--- src/verilog/ir_config.svh ---
`ifndef IR_CONFIG_SVH
`define IR_CONFIG_SVH

// Cycles a new level must hold in the glitch filter.
`define IR_FILTER_LEN 4

// Decoder sample points counted from the frame start.
`define IR_T_SAMPLE1  130
`define IR_T_SAMPLE14 190
`define IR_T_SAMPLE23 170

// Key line hold time.
`define IR_T_HOLD     950

// Repeats are ignored until this count.
`define IR_T_IGNORE   57000

// Wide enough for the ignore window.
`define IR_CNT_W      17

`endif

--- src/verilog/ir_pkg.sv ---
`default_nettype none

package ir_pkg;

   typedef enum logic [1:0] {
      KEY_1 = 2'd0,
      KEY_2 = 2'd1,
      KEY_3 = 2'd2,
      KEY_4 = 2'd3
   } ir_key_t;

   typedef enum logic [2:0] {
      ST_IDLE,
      ST_PRESS,
      ST_GROUP_14,
      ST_GROUP_23,
      ST_HOLD
   } ir_dec_state_t;

   // Wishbone register offsets.
   typedef enum logic [1:0] {
      REG_STATUS   = 2'd0,
      REG_COUNT_LO = 2'd1,
      REG_COUNT_HI = 2'd2,
      REG_CLEAR    = 2'd3
   } ir_reg_addr_t;

endpackage

`default_nettype wire

--- src/verilog/ir_input_filter.sv ---
`timescale 1ns/1ns
`default_nettype none

`include "ir_config.svh"

module ir_input_filter (
   input  logic clk,
   input  logic reset,
   input  logic infrared,
   output logic ir_clean,
   output logic led
);

   localparam int FLT_W = $clog2(`IR_FILTER_LEN + 1);
   localparam logic [FLT_W-1:0] FLT_LAST = FLT_W'(`IR_FILTER_LEN - 1);

   logic             sync_1;
   logic             sync_2;
   logic [FLT_W-1:0] stable_cnt;

   // ~~~~~~~~~~~~~~~~~~~~~~~~~~~~~~~~~~~~~~~~
   // Synchronizer.
   // ~~~~~~~~~~~~~~~~~~~~~~~~~~~~~~~~~~~~~~~~
   always_ff @(posedge clk) begin
      if (reset) begin
         sync_1 <= 1'b0;
         sync_2 <= 1'b0;
      end else begin
         sync_1 <= infrared;
         sync_2 <= sync_1;
      end
   end

   // ~~~~~~~~~~~~~~~~~~~~~~~~~~~~~~~~~~~~~~~~
   // Glitch filter.
   // ~~~~~~~~~~~~~~~~~~~~~~~~~~~~~~~~~~~~~~~~
   // A differing level must be seen on FILTER_LEN
   // consecutive samples before it is taken.
   always_ff @(posedge clk) begin
      if (reset) begin
         stable_cnt <= '0;
         ir_clean   <= 1'b0;
      end else if (sync_2 == ir_clean) begin
         stable_cnt <= '0;
      end else if (stable_cnt == FLT_LAST) begin
         stable_cnt <= '0;
         ir_clean   <= sync_2;
      end else begin
         stable_cnt <= stable_cnt + 1'b1;
      end
   end

   // Activity LED.
   always_ff @(posedge clk) begin
      if (reset) begin
         led <= 1'b0;
      end else begin
         led <= ir_clean;
      end
   end

endmodule

`default_nettype wire

--- src/verilog/ir_key_decoder.sv ---
`timescale 1ns/1ns
`default_nettype none

`include "ir_config.svh"

module ir_key_decoder
   import ir_pkg::*;
(
   input  logic       clk,
   input  logic       reset,
   input  logic       ir_clean,
   output logic [3:0] key_lines,
   output logic       key_valid,
   output ir_key_t    key_code
);

   localparam int CNT_W = `IR_CNT_W;

   localparam logic [CNT_W-1:0] T_SAMPLE1  = CNT_W'(`IR_T_SAMPLE1);
   localparam logic [CNT_W-1:0] T_SAMPLE14 = CNT_W'(`IR_T_SAMPLE14);
   localparam logic [CNT_W-1:0] T_SAMPLE23 = CNT_W'(`IR_T_SAMPLE23);
   localparam logic [CNT_W-1:0] T_HOLD     = CNT_W'(`IR_T_HOLD);
   localparam logic [CNT_W-1:0] T_IGNORE   = CNT_W'(`IR_T_IGNORE);

   ir_dec_state_t    state;
   ir_dec_state_t    next_state;
   logic [CNT_W-1:0] frame_cnt;
   ir_key_t          held_key;
   ir_key_t          decoded_key;
   ir_key_t          line_key;
   logic             hold_active;

   // ~~~~~~~~~~~~~~~~~~~~~~~~~~~~~~~~~~~~~~~~
   // State and frame counter.
   // ~~~~~~~~~~~~~~~~~~~~~~~~~~~~~~~~~~~~~~~~
   always_ff @(posedge clk) begin
      if (reset) begin
         state     <= ST_IDLE;
         frame_cnt <= '0;
      end else begin
         state <= next_state;
         // Frame count runs from the first cycle after leaving idle.
         if (state == ST_IDLE) begin
            frame_cnt <= '0;
         end else begin
            frame_cnt <= frame_cnt + 1'b1;
         end
      end
   end

   always_comb begin
      next_state = state;
      case (state)
         ST_IDLE: begin
            if (ir_clean) begin
               next_state = ST_PRESS;
            end
         end
         ST_PRESS: begin
            if (frame_cnt >= T_SAMPLE1) begin
               next_state = ir_clean ? ST_GROUP_14 : ST_GROUP_23;
            end
         end
         ST_GROUP_14: begin
            if (frame_cnt >= T_SAMPLE14) begin
               next_state = ST_HOLD;
            end
         end
         ST_GROUP_23: begin
            if (frame_cnt >= T_SAMPLE23) begin
               next_state = ST_HOLD;
            end
         end
         ST_HOLD: begin
            if (frame_cnt >= T_IGNORE) begin
               next_state = ST_IDLE;
            end
         end
         default: begin
            next_state = ST_IDLE;
         end
      endcase
   end

   // ~~~~~~~~~~~~~~~~~~~~~~~~~~~~~~~~~~~~~~~~
   // Key decision.
   // ~~~~~~~~~~~~~~~~~~~~~~~~~~~~~~~~~~~~~~~~
   always_comb begin
      if (state == ST_GROUP_23) begin
         decoded_key = ir_clean ? KEY_3 : KEY_2;
      end else begin
         decoded_key = ir_clean ? KEY_4 : KEY_1;
      end
   end

   assign key_valid = ((state == ST_GROUP_14) && (frame_cnt >= T_SAMPLE14)) ||
                      ((state == ST_GROUP_23) && (frame_cnt >= T_SAMPLE23));

   assign key_code = decoded_key;

   always_ff @(posedge clk) begin
      if (key_valid) begin
         held_key <= decoded_key;
      end
   end

   // ~~~~~~~~~~~~~~~~~~~~~~~~~~~~~~~~~~~~~~~~
   // Key lines.
   // ~~~~~~~~~~~~~~~~~~~~~~~~~~~~~~~~~~~~~~~~
   // Line rises with the strobe and is then held from the register.
   assign hold_active = (state == ST_HOLD) && (frame_cnt < T_HOLD);
   assign line_key    = key_valid ? decoded_key : held_key;

   always_comb begin
      if (key_valid || hold_active) begin
         key_lines = 4'b0001 << line_key;
      end else begin
         key_lines = 4'b0000;
      end
   end

   // A held line keeps the key raised by the strobe.
   a_line_held: assert property (
      @(posedge clk) disable iff (reset)
      (key_lines != 4'd0) && !key_valid |-> key_lines == $past(key_lines)
   );

   // One strobe per frame.
   a_valid_single: assert property (
      @(posedge clk) disable iff (reset)
      key_valid |=> !key_valid
   );

endmodule

`default_nettype wire

--- src/verilog/ir_key_regs.sv ---
`timescale 1ns/1ns
`default_nettype none

module ir_key_regs
   import ir_pkg::*;
(
   input  logic        clk,
   input  logic        reset,
   input  logic        key_valid,
   input  ir_key_t     key_code,
   input  logic        wb_cyc,
   input  logic        wb_stb,
   input  logic        wb_we,
   input  logic [1:0]  wb_adr,
   input  logic [31:0] wb_dat_w,
   output logic [31:0] wb_dat_r,
   output logic        wb_ack
);

   ir_key_t      last_key;
   logic         pending;
   logic [7:0]   key_count [4];
   logic         access;
   ir_reg_addr_t reg_sel;
   logic         status_read;
   logic         status_w1c;
   logic         clear_write;

   // ~~~~~~~~~~~~~~~~~~~~~~~~~~~~~~~~~~~~~~~~
   // Bus decode.
   // ~~~~~~~~~~~~~~~~~~~~~~~~~~~~~~~~~~~~~~~~
   assign access      = wb_cyc && wb_stb && !wb_ack;
   assign reg_sel     = ir_reg_addr_t'(wb_adr);
   assign status_read = access && !wb_we && (reg_sel == REG_STATUS);
   // Writing a one to the pending bit also drops it.
   assign status_w1c  = access && wb_we && (reg_sel == REG_STATUS) && wb_dat_w[2];
   assign clear_write = access && wb_we && (reg_sel == REG_CLEAR);

   always_ff @(posedge clk) begin
      if (reset) begin
         wb_ack <= 1'b0;
      end else begin
         wb_ack <= access;
      end
   end

   always_ff @(posedge clk) begin
      if (access) begin
         case (reg_sel)
            REG_STATUS:   wb_dat_r <= {29'd0, pending, last_key};
            REG_COUNT_LO: wb_dat_r <= {16'd0, key_count[1], key_count[0]};
            REG_COUNT_HI: wb_dat_r <= {16'd0, key_count[3], key_count[2]};
            default:      wb_dat_r <= 32'd0;
         endcase
      end
   end

   // ~~~~~~~~~~~~~~~~~~~~~~~~~~~~~~~~~~~~~~~~
   // Key state.
   // ~~~~~~~~~~~~~~~~~~~~~~~~~~~~~~~~~~~~~~~~
   // A new key beats any clear in the same cycle.
   always_ff @(posedge clk) begin
      if (reset) begin
         last_key <= KEY_1;
         pending  <= 1'b0;
      end else if (key_valid) begin
         last_key <= key_code;
         pending  <= 1'b1;
      end else if (status_read || status_w1c || clear_write) begin
         pending  <= 1'b0;
      end
   end

   // Saturating press counters.
   always_ff @(posedge clk) begin
      if (reset) begin
         for (int i = 0; i < 4; i++) begin
            key_count[i] <= 8'd0;
         end
      end else begin
         for (int i = 0; i < 4; i++) begin
            if (key_valid && (key_code == ir_key_t'(i))) begin
               if (key_count[i] != 8'hff) begin
                  key_count[i] <= key_count[i] + 8'd1;
               end
            end else if (clear_write) begin
               key_count[i] <= 8'd0;
            end
         end
      end
   end

   a_ack_single: assert property (
      @(posedge clk) disable iff (reset)
      wb_ack |=> !wb_ack
   );

endmodule

`default_nettype wire

--- src/verilog/ir_remote_top.sv ---
`timescale 1ns/1ns
`default_nettype none

module ir_remote_top
   import ir_pkg::*;
(
   input  logic        clk,
   input  logic        reset,
   input  logic        infrared,
   output logic        led,
   output logic [3:0]  key_lines,
   input  logic        wb_cyc,
   input  logic        wb_stb,
   input  logic        wb_we,
   input  logic [1:0]  wb_adr,
   input  logic [31:0] wb_dat_w,
   output logic [31:0] wb_dat_r,
   output logic        wb_ack
);

   logic    ir_clean;
   logic    key_valid;
   ir_key_t key_code;

   ir_input_filter i_filter (
      .clk      (clk),
      .reset    (reset),
      .infrared (infrared),
      .ir_clean (ir_clean),
      .led      (led)
   );

   ir_key_decoder i_decoder (
      .clk       (clk),
      .reset     (reset),
      .ir_clean  (ir_clean),
      .key_lines (key_lines),
      .key_valid (key_valid),
      .key_code  (key_code)
   );

   ir_key_regs i_regs (
      .clk       (clk),
      .reset     (reset),
      .key_valid (key_valid),
      .key_code  (key_code),
      .wb_cyc    (wb_cyc),
      .wb_stb    (wb_stb),
      .wb_we     (wb_we),
      .wb_adr    (wb_adr),
      .wb_dat_w  (wb_dat_w),
      .wb_dat_r  (wb_dat_r),
      .wb_ack    (wb_ack)
   );

endmodule

`default_nettype wire
--- config.mk ---
export PLATFORM = sky130hd
export DESIGN_NAME = ir_remote_top
export DESIGN_NICKNAME = d
export VERILOG_FILES = /design/src/verilog/ir_pkg.sv /design/src/verilog/ir_input_filter.sv /design/src/verilog/ir_key_decoder.sv /design/src/verilog/ir_key_regs.sv /design/src/verilog/ir_remote_top.sv
export VERILOG_INCLUDE_DIRS = /design/src /design/src/verilog
export SDC_FILE = /design/constraint.sdc
export NUM_CORES = 1
export LEC_CHECK = 0
export ABC_AREA = 1
export BUFFER_PORTS_ARGS = -buffer_cell sky130_fd_sc_hd__buf_2
export CAP_MARGIN = 20
export CORE_MARGIN = 4
export CORE_UTILIZATION = 28
export DETAILED_ROUTE_END_ITERATION = 7
export GPL_ROUTABILITY_DRIVEN = 0
export PLACE_DENSITY = 0.44
export SLEW_MARGIN = 40
export SYNTH_ARGS = -nofsm -noshare
export SYNTH_HDL_FRONTEND = slang
export SYNTH_SLANG_ARGS = --single-unit
--- constraint.sdc ---
create_clock -name clk -period 1.9 [get_ports clk]
set_input_delay 0 -clock clk [delete_from_list [all_inputs] [get_ports clk]]
set_output_delay 0 -clock clk [all_outputs]
set_load 0.1 [all_outputs]
* Word level (Yosys, flattened, before mapping)
Memories as Yosys holds them, arrays and structs flattened. Index checks and enable logic that the tools add are counted.
Word-level totals: word-level logic and storage cells 138, input port bits 40, output and inout port bits 38, memories 1, flip-flop bits (word level) 65, memory bits (writable) 32
Memory list:
- i_regs.key_count | words 4, width 8, read ports 4, clocked after Yosys merged registers in 0, write ports 4, RTL line ir_key_regs.sv:22 | logic [7:0] key_count [4];
Cells by class: bitwise logic cells 9, shift-type cells 1, eq/ne operators 21, $add $sub $neg 6, magnitude comparators 5, reduce and logical (&&, ||, !) cells 29, multiplexer cells 54
Operators with widths (number):
- $mux 8 | 8
- $ge 17x8->1 const B | 3
- $pmux 16 s3 | 1
- $mux 1 | 34
- $add 8x1->8 const B | 4
- $ne 8x8->1 const B | 4
- $add 17x1->17 const B | 1
- $ge 17x16->1 const B | 1
- $lt 17x10->1 const B | 1
- $logic_and 1x1->1 | 15
- $mux 3 | 5
- $pmux 3 s5 | 1
- $eq 3x2->1 const B | 3
- $eq 2x2->1 const B | 4
- $mux 2 | 4
- $ne 2x1->1 const B | 4
- $or 1x1->1 | 8
- $reduce_and 5->1 | 1
- $eq 2x1->1 const B | 2
- $logic_not 2->1 | 2
- $logic_or 1x1->1 | 4
- $mux 4 | 1
- $shl 1x2->4 const A | 1
- $add 3x1->3 const B | 1
- 11 further kinds | 12

* Longest topological paths before layout
Gate-level depths: netlist of run 1.
word-level depth 9, mapped depth 12, depth with buffers taken out 12

* Hierarchy
Synthesis of run 1 repeated with hierarchy kept, for this count alone.
Unflattened totals: cell total of the unflattened synthesis 508, area total of the unflattened synthesis 4280.4 sq um
Modules (own cells, without submodules):
- ir_key_regs | seq. area each 1521.5 sq um, area each 2768.9 sq um, instances 1, cells each 286
- ir_key_decoder | seq. area each 440.4 sq um, area each 1261.2 sq um, instances 1, cells each 193
- ir_input_filter | seq. area each 140.1 sq um, area each 250.2 sq um, instances 1, cells each 29

* Least setup slack after synthesis of run 1
Ideal clock, no wire load.
path type reg-to-reg, start point reg i_regs.wb_ack, end point mem i_regs.key_count[0][0], enable pin, clock period less this slack 2.549 ns, stages on the path, launching flop included 6, arrival time 2.212 ns, path slack -0.649 ns, cells stage by stage dfxtp_1 nor2_1 nand4_1 inv_1 nand2_1 nand3_1
RTL lines:
- from (decl) | RTL line ir_key_regs.sv:17 | output logic wb_ack
- from (signal assigned) | RTL line ir_key_regs.sv:43 | wb_ack <= access;
- to (decl) | RTL line ir_key_regs.sv:22

* Worst setup path in the final report of run 1
start point reg i_decoder.frame_cnt[12], end point reg i_decoder.held_key[0]
On the way: word-level cells in the longest chain between the ends 4
RTL lines:
- from (decl) | RTL line ir_key_decoder.sv:27 | logic [CNT_W-1:0] frame_cnt;
- from (signal assigned) | RTL line ir_key_decoder.sv:46 | frame_cnt <= frame_cnt + 1'b1;
- $ge 17x8->1 (on tied branches) | RTL line ir_key_decoder.sv:96, ir_key_decoder.sv:97
- $logic_and 1x1->1 (on tied branches) | RTL line ir_key_decoder.sv:96, ir_key_decoder.sv:97
- $logic_or 1x1->1 * | RTL line ir_key_decoder.sv:96 | assign key_valid = ((state == ST_GROUP_14) && (frame_cnt >= T_SAMPLE14)) ||
- $mux 2 *
- via i_decoder.line_key[0] | RTL line ir_key_decoder.sv:30 | ir_key_t line_key;
- to (signal assigned) | RTL line ir_key_decoder.sv:103 | held_key <= decoded_key;
- to (decl) | RTL line ir_key_decoder.sv:28 | ir_key_t held_key;
Mark *: on every way through the listed nets, which the timed path passes. The rest lies on a longest branch. A chain may end at the register's enable or synchronous reset.

==> flow_summary.json, run 1 <==
{
  "critPathArrivalTime_ns": 2.18,
  "hpwl_mm": 6.85,
  "crit_type": "flop to flop",
  "fin_crit_sh": 1.02,
  "placementRows": 44,
  "die_h_um": 131,
  "antenna_found_initial": 0,
  "synth_compound_area_frac": 0.0722,
  "grt-ovfl-total": 0,
  "grt_pass1_wl_mm": 15.9,
  "ys_warn_count": 0,
  "stdcell_count": 782,
  "dieArea_um2": 17300,
  "ys_async_sr_fraction": 0,
  "grt_max_degree": 18,
  "fin_nets": 644,
  "vias": 3410,
  "endpoint_kind": "flop",
  "clockRootBuffer": "clkbuf_16",
  "power_density_nw_per_um2": 787,
  "reg2reg_setup_slack_ns": -0.04,
  "fmax_mhz": 516,
  "cts_tree": "built",
  "synth_xor_area_frac": 0.0329,
  "syn2layout_area_growth_pct": 34.2,
  "power_mw": 4.50,
  "cap_viol_max_count": 0,
  "required_ns": 2.14,
  "hold_class": "input port to flop",
  "cts-buffers-inserted": 9,
  "ys_ff_latch": 81,
  "placed_area_um2": 4900,
  "drc": 0,
  "synth_seq_area_share": 0.493,
  "initial_core_util": 0.290,
  "ctsLongestPathBuffers": 2,
  "p_leak_nw": 2.41,
  "fin_util": 0.389,
  "core_area_um2": 14700,
  "cts_sinks": 81,
  "rsz0062_at_grt": "true",
  "final_cell_area_um2": 5720,
  "clk_latency_ns": 0.34,
  "status": "finished with violations",
  "routed_wirelength_mm": 9.24,
  "ir_drop_mv": 0.450,
  "skew_ns": 0.0102,
  "r2r_cells": 14,
  "avgSynthCellArea_um2": 8.42,
  "violations": "setup timing",
  "synth_edf_count": 48,
  "path_clk_slew_ns": 0.06,
  "cp-start-kind": "flop",
  "grt_usage": 0.111,
  "ys.flop_type": "edfxtp_1",
  "period_needed_ns": 1.94,
  "portBuffers": 30,
  "worst_slack_ns": -0.0367,
  "endpoint": "i_decoder.held_key[0]",
  "cts_max_level": 3,
  "crit_path_max_fanout": 4,
  "io_pins": 78,
  "wire_per_inst_um": 11.8,
  "dp_cells": 744,
  "final_antenna_net_count": 0,
  "worstSetupStartpoint": "i_decoder.frame_cnt[12]",
  "synthMuxAreaShare": 0,
  "yosysUniqueCellTypes": 33,
  "synth_area_um2": 4260,
  "r2r_start": "i_decoder.frame_cnt[12]",
  "n_antenna_cell": 0,
  "via_per_inst": 4.36,
  "hold_violations": 0,
  "r2r-end": "i_decoder.held_key[0]",
  "synthCells": 506,
  "yosys.area_share.simple": 0.263,
  "fill_cells": 1474,
  "first_global_vias": 3419,
  "synth_fa_ha_area_frac": 0.0323,
  "setup_viol": 5,
  "die_x_um": 131,
  "drive_gt1_frac": 0.298,
  "drt-initial-drc-count": 162,
  "finalMaxSlewViolations": 0,
  "dr.pass1.iters": 4,
  "synth_top_family_by_area": "simple AND/OR/NAND/NOR gates"
}
## report_power, final
group | switching (mW) | total [mW] | internal [mW]
Combinational | 0.508 | 0.671 | 0.164
Sequential | 0.0427 | 1.97 | 1.93
Clock | 0.708 | 1.86 | 1.16
Total | 1.26 | 4.50 | 3.24
## critical path: stages (launching register included)
cell and delay, ns:
dfxtp_2 0.33, nor2_4 0.11, nand2_2 0.07, nor2_4 0.17, nand3_2 0.12, nand2_4 0.09, buf_12 0.10, nand2_8 0.07
nand2_4 0.10, nand2_4 0.06, buf_4 0.13, buf_4 0.12, buf_4 0.12, buf_4 0.12, buf_4 0.12
## synthesized netlist by cell type (2+ instances only)
cell	n	share of area
nand2_2	3	0.0044
a31oi_1	3	0.0044
a21oi_1	13	0.015
xnor2_1	4	0.0082
nor3_2	4	0.0094
xor2_1	12	0.025
nand3_1	35	0.041
o221ai_1	3	0.0062
o31ai_1	3	0.0053
nor3_1	13	0.015
nor2_1	85	0.075
o21ai_0	15	0.018
or2_2	2	0.0029
edfxtp_1	48	0.34
nand3_4	3	0.012
nand2_1	86	0.076
o211ai_1	2	0.0035
dfxtp_1	33	0.16
nor2_2	2	0.0029
inv_1	74	0.065
o22ai_1	8	0.012
ha_1	11	0.032
clkbuf_1	6	0.0053
a21oi_2	4	0.0082
buf_4	16	0.028
nand4_1	11	0.016
## cells by family (layout without fill, tap and decap cells)
| kind of cell | count (synthesis) | after routing |
|---|---|---|
| flops | 81 | 81 |
| simple gates | 246 | 246 |
| buf+inv | 100 | 177 |
| fa+ha+maj | 11 | 11 |
| other cells | 1 | 16 |
| xor+xnor | 16 | 16 |
| compound gates | 51 | 51 |
## flip-flops by register name, summed over array words and instances (netlist names), 2 cells and up
name and count:
i_decoder.frame_cnt 17, i_decoder.held_key 2, i_decoder.state 3, i_regs.wb_dat_r 16, i_regs.last_key 2, i_regs.key_count 32, i_filter.stable_cnt 3
## worst min path at each step
stage,start,end,cells past startpoint
floorplan,infrared,i_filter.sync_1,2
global placement,infrared,i_filter.sync_1,3
finish,reset,i_filter.sync_2,2
detailed placement,infrared,i_filter.sync_1,3
global route,reset,i_filter.sync_2,2
CTS,reset,i_filter.sync_2,2
## layer usage
layer  vias up  part of all wire  track usage
li1       1802                 -            -
met1      1540              0.47        0.140
met2        53              0.47        0.183
met3        15             0.036       0.0291
met4         0             0.021       0.0443
met5         -                 0            0
## final cells by class
| cell class | instances | area (um^2) | area share |
|---|---|---|---|
| Clock buffer | 10 | 229 | 0.0400 |
| Clock inverter | 6 | 90.1 | 0.0158 |
| Inverter | 76 | 289 | 0.0505 |
| Multi-Input combinational cell | 340 | 2030 | 0.355 |
| Sequential cell | 81 | 2130 | 0.372 |
| Tap cell | 184 | 230 | 0.0403 |
| Timing Repair Buffer | 85 | 722 | 0.126 |
## layout by cell type, fill, tap and decap left out, types with 3 or more instances in the layout
master	count
a21oi_1	13
a21oi_2	4
buf_12	9
buf_2	26
buf_4	43
buf_6	3
clkbuf_16	10
conb_1	16
dfxtp_1	15
dfxtp_2	16
dlygate4sd3_1	3
edfxtp_1	48
ha_1	11
inv_1	72
nand2_1	73
nand2_2	9
nand2_4	6
nand3_1	25
nand3_2	5
nand3_4	8
nand4_1	11
nor2_1	72
nor2_2	5
nor2_4	11
nor3_1	11
nor3_2	6
o21ai_0	15
o221ai_1	3
o22ai_1	8
o31ai_1	3
xnor2_1	4
xor2_1	12
## through the flow
stage | hold slack (ns) | setup TNS, ns | setup slack [ns]
after floorplan | 0.107 | -0.602 | -0.152
final | 0.0335 | -0.148 | -0.0367
after global placement | 0.236 | 0 | 0.00641
after global routing | 0.0409 | -0.794 | -0.132
after detailed placement | 0.242 | -0.0251 | -0.0142
after CTS | 0.0220 | -0.0816 | -0.0409
## repair_timing
| item | 4_1_cts | 5_1_grt |
|---|---|---|
| cloned | 0 | 1 |
| hold buffers | 3 | 0 |
| pin swaps | 18 | 11 |
| resized for setup | 46 | 38 |
| setup buffers | 11 | 7 |
| hold endpoints to repair | 2 | 0 |
| endpoints found under the setup margin | 4 | 46 |
Note: power is estimated with default switching activity, not from simulation.
==> run 2: changes to the inputs <==
- CORE_ASPECT_RATIO: default -> 1.75
- CORE_MARGIN: 4 -> 2
==> run 2 against run 1 <==
Against the previous run: the run still ends with setup timing left; total power is 3.1% higher; register-to-register slack improved by 0.03 ns; flip-flop and latch count stayed put; clock-buffer cell count unchanged; core utilization decreased by 0.42 points; cell count rose by 0.77%; combinational power decreased by 0.7%; worst hold slack improved by 0.0022 ns; critical path type is now flop to primary output; critical endpoint is now key_lines[2].
==> flow_summary.json, run 2 (synthesized netlist as in run 1, its figures left out) <==
{
  "finalMaxSlewViolations": 0,
  "cts-buffers-inserted": 9,
  "hold_class": "input port to flop",
  "core_area_um2": 14900,
  "hp-start": "reset",
  "wire_per_inst_um": 12.4,
  "clockRootBuffer": "clkbuf_16",
  "cp-start-kind": "flop",
  "largest_reg_flops": 32,
  "required_ns": 1.90,
  "top_register": "i_regs.key_count",
  "endpoint_kind": "primary output",
  "ir_drop_mv": 0.317,
  "final_antenna_net_count": 0,
  "layout_common_cells": "nor2_1, inv_1, nand2_1",
  "fmax_mhz": 520,
  "fin_crit_sh": 1.01,
  "period_needed_ns": 1.92,
  "portBuffers": 30,
  "grt_usage": 0.127,
  "reg.largest.list": "i_regs.key_count (32), i_decoder.frame_cnt (17), i_regs.wb_dat_r (16)",
  "stdcell_count": 788,
  "die_x_um": 97.2,
  "die_h_um": 167,
  "setup_viol": 8,
  "gr-usage-met3": 0.0238,
  "grt_use_met1": 0.126,
  "worstSetupStartpoint": "i_decoder.frame_cnt[14]",
  "worst_slack_ns": -0.0216,
  "violations": "setup timing",
  "ctsLongestPathBuffers": 2,
  "routed_wirelength_mm": 9.77,
  "placementRows": 59,
  "hpwl_mm": 7.41,
  "dpl_worst_slack_ns": 0.0461,
  "layout_commonest_cell": "nor2_1",
  "worst_hold_slack_ns": 0.0357,
  "crit_type": "flop to primary output",
  "critical-path-top-delay-family": "simple AND/OR/NAND/NOR gates",
  "top_usage_layer": "met2",
  "placed_area_um2": 4930,
  "path_clk_slew_ns": 0.06,
  "rsz0062_at_grt": "true",
  "vias": 3534,
  "r2r_start": "i_decoder.frame_cnt[14]",
  "use_met2": 0.251,
  "power_density_nw_per_um2": 809,
  "via_per_inst": 4.48,
  "cts_sinks": 81,
  "antenna_found_initial": 0,
  "dieArea_um2": 16300,
  "drive_gt1_frac": 0.298,
  "slowest_stage": "dfxtp_2",
  "initial_core_util": 0.286,
  "io_pins": 78,
  "hold_violations": 0,
  "first_global_vias": 3655,
  "fin_nets": 651,
  "drt-initial-drc-count": 105,
  "crit_path_max_incr_delay_ns": 0.32,
  "clk_latency_ns": 0.34,
  "status": "finished with violations",
  "grt_max_degree": 18,
  "grt-ovfl-total": 0,
  "n_antenna_cell": 0,
  "syn2layout_area_growth_pct": 34.7,
  "dr.pass1.iters": 4,
  "cts_tree": "built",
  "final_cell_area_um2": 5740,
  "cts_max_level": 3,
  "crit_chain": "nor2_2 -> nand2_2 -> nor2_4 -> nand3_2 -> nand2_4 -> nand2_4 -> buf_12 -> nand2_8 -> nand3_4 -> nor2_4 -> buf_12",
  "crit_path_max_fanout": 3,
  "cp_num_buf_inv": 2,
  "critPathArrivalTime_ns": 1.92,
  "grt_pass1_wl_mm": 16.7,
  "cap_viol_max_count": 0,
  "dp_cells": 749,
  "drc": 0,
  "skew_ns": 0.0128,
  "setup_tns_ns": -0.0767,
  "p_leak_nw": 2.41
}
[run 2: changes by cell type in the layout (fill, tap and decap cells not counted), sizes merged]
cell and change:
buf +8, clkbuf -1, bufinv +1, clkinv -1
[run 2: worst paths after layout]
check	cells after the start	slack, ns	to
setup / recovery	11	-0.02	key_lines[2]
hold / removal	2	0.04	i_filter.sync_1
setup reg to reg	12	-0.01	i_regs.key_count[2][3]
hold reg to reg	2	0.41	i_filter.sync_2
[run 2: repair_timing]
action | in CTS | in global routing
hold buffers | 3 | 0
pin swaps | 18 | 18
gates resized for setup | 63 | 17
endpoints found under the hold margin | 2 | 0
endpoints found under the setup margin | 4 | 70
setup buffers | 17 | 4
[run 2: area by class of cell]
cell class	instances	area (um^2)
fillers	1552	9170
inverters	76	289
clock inverters	6	115
multi-input cells	340	2010
flip-flops and latches	81	2130
repair buffers	92	738
well taps	183	229
clock buffers	10	229
[run 2: power breakdown]
group / total (mW) / switching, mW / internal, mW / leakage, nW
combinational: 0.666 / 0.504 / 0.162 / 1.48
sequential: 1.97 / 0.0438 / 1.92 / 0.762
clock: 2.01 / 0.716 / 1.29 / 0.163
[run 2: metrics by stage]
step	util	total power, mW
floorplan	-	2.53
global placement	0.331	2.63
detailed placement	0.331	2.64
CTS	0.379	4.69
global route	0.385	4.82
finish	0.385	4.64
[run 2: routing by layer]
metal / share of wire / up-vias / wire length (um)
li1: - / 1813 / -
met1: 0.38 / 1650 / 3670
met2: 0.57 / 57 / 5610
met3: 0.028 / 14 / 277
met4: 0.022 / 0 / 213
met5: 0 / - / 0
==> run 3: changes to the inputs <==
- CTS_BUF_LIST: default -> sky130_fd_sc_hd__clkbuf_4 sky130_fd_sc_hd__clkbuf_8
==> run 3 against run 2 <==
Against the previous run: the run still ends with setup timing left; cell count did not move; worst hold slack got worse by 0.026 ns; die area unchanged; global-route usage shrank 0.068 points; critical path type unchanged.
==> flow_summary.json, run 3 (synthesized netlist as in run 1, its figures left out) <==
{
  "status": "finished with violations",
  "violations": "setup timing",
  "top_register": "i_regs.key_count",
  "top_usage_layer": "met2",
  "endpoint_kind": "primary output",
  "largest_reg_flops": 32,
  "required_ns": 1.90,
  "ctsLongestPathBuffers": 2,
  "drt-initial-drc-count": 97,
  "vias": 3514,
  "fin_nets": 651,
  "hold_violations": 0,
  "die_h_um": 167,
  "gr-usage-met3": 0.0213,
  "reg.largest.list": "i_regs.key_count (32), i_decoder.frame_cnt (17), i_regs.wb_dat_r (16)",
  "layout_common_cells": "nor2_1, inv_1, nand2_1",
  "critical-path-top-delay-family": "simple AND/OR/NAND/NOR gates",
  "crit_type": "flop to primary output",
  "drc": 0,
  "io_pins": 78,
  "clk_latency_ns": 0.36,
  "period_needed_ns": 1.94,
  "fin_crit_sh": 1.02,
  "grt_max_degree": 18,
  "portBuffers": 30,
  "path_clk_slew_ns": 0.08,
  "cp_num_buf_inv": 4,
  "cts_max_level": 3,
  "grt_use_met1": 0.127,
  "wire_per_inst_um": 12.4,
  "layout_commonest_cell": "nor2_1",
  "crit_path_max_fanout": 4,
  "final_antenna_net_count": 0,
  "syn2layout_area_growth_pct": 33.1,
  "worst_slack_ns": -0.0423,
  "first_global_vias": 3631,
  "cap_viol_max_count": 0,
  "rsz0062_at_grt": "true",
  "fin_util": 0.380,
  "slowest_stage": "dfxtp_4",
  "fmax_mhz": 515,
  "critPathArrivalTime_ns": 1.94,
  "die_x_um": 97.2,
  "hold_class": "input port to flop",
  "antenna_found_initial": 0,
  "skew_ns": 0.0146,
  "routed_wirelength_mm": 9.75,
  "hpwl_mm": 7.41,
  "drive_gt1_frac": 0.314,
  "grt-ovfl-total": 0,
  "dpl_worst_slack_ns": 0.0461,
  "setup_viol": 4,
  "dr.pass1.iters": 4,
  "crit_chain": "inv_2 -> nand2_2 -> nor2_4 -> nand3_2 -> nand3_2 -> nand2_2 -> buf_6 -> nand3_4 -> nand2_4 -> buf_4 -> nor2_4 -> buf_12",
  "clockRootBuffer": "clkbuf_8",
  "initial_core_util": 0.286,
  "cp-start-kind": "flop",
  "p_leak_nw": 2.37,
  "grt_usage": 0.126,
  "cts_sinks": 81,
  "dieArea_um2": 16300,
  "crit_path_max_incr_delay_ns": 0.36,
  "power_density_nw_per_um2": 739,
  "n_antenna_cell": 0,
  "grt_pass1_wl_mm": 16.7,
  "placementRows": 59,
  "cts_tree": "built",
  "ir_drop_mv": 0.383,
  "use_met2": 0.251,
  "cts-buffers-inserted": 9,
  "core_area_um2": 14900,
  "finalMaxSlewViolations": 0,
  "via_per_inst": 4.46
}
-- run 3: changes by cell type in the layout (fill, tap and decap cells not counted), moves of 4 or more --
cell	previous run	this run
nand2_1	72	68
nand2_2	10	14
clkbuf_8	0	9
clkbuf_16	9	0
-- run 3: repair_timing --
action	4_1_cts	5_1_grt
hold buffers	3	0
setup endpoints to repair	8	66
endpoints found under the hold margin	2	0
setup buffers	17	4
pin swaps	19	14
gates resized for setup	64	26
-- run 3: cell type report --
| cell class | count | area [um^2] |
|---|---|---|
| Multi-Input combinational cell | 340 | 2030 |
| Inverter | 76 | 289 |
| Sequential cell | 81 | 2130 |
| Clock inverter | 6 | 115 |
| Timing Repair Buffer | 92 | 743 |
| Clock buffer | 10 | 131 |
| Tap cell | 183 | 229 |
| Fill cell | 1565 | 9240 |
-- run 3: through the flow --
stage	hold WS [ns]	std cells	power (mW)	instance area [um^2]	TNS, ns
after floorplan	0.107	521	2.53	4340	-0.602
after global placement	0.211	749	2.63	4930	0
after detailed placement	0.211	749	2.64	4930	0
after CTS	0.00128	785	4.24	5560	-0.193
after global routing	0.0213	788	4.38	5670	-1.69
final	0.00969	788	4.19	5670	-0.132
-- run 3: worst paths after layout --
path	slack, ns	cells past startpoint	startpoint	end
min	0.01	2	reset	i_filter.sync_1
max	-0.04	12	i_decoder.frame_cnt[8]	key_lines[1]
min reg2reg	0.42	2	i_filter.sync_1	i_filter.sync_2
max reg2reg	0.03	12	i_decoder.frame_cnt[14]	i_regs.key_count[2][3]
-- run 3: layer usage --
layer	wire (um)	vias to the layer above
li1	-	1812
met1	3690	1638
met2	5630	51
met3	249	13
met4	179	0
met5	0	-
-- run 3: report_power, final --
| group | total, mW | internal, mW | leakage, nW | switching (mW) |
|---|---|---|---|---|
| Combinational | 0.668 | 0.163 | 1.49 | 0.505 |
| Clock | 1.56 | 0.895 | 0.121 | 0.662 |
| Sequential | 1.96 | 1.92 | 0.763 | 0.0434 |
| Total | 4.19 | 2.98 | 2.37 | 1.21 |
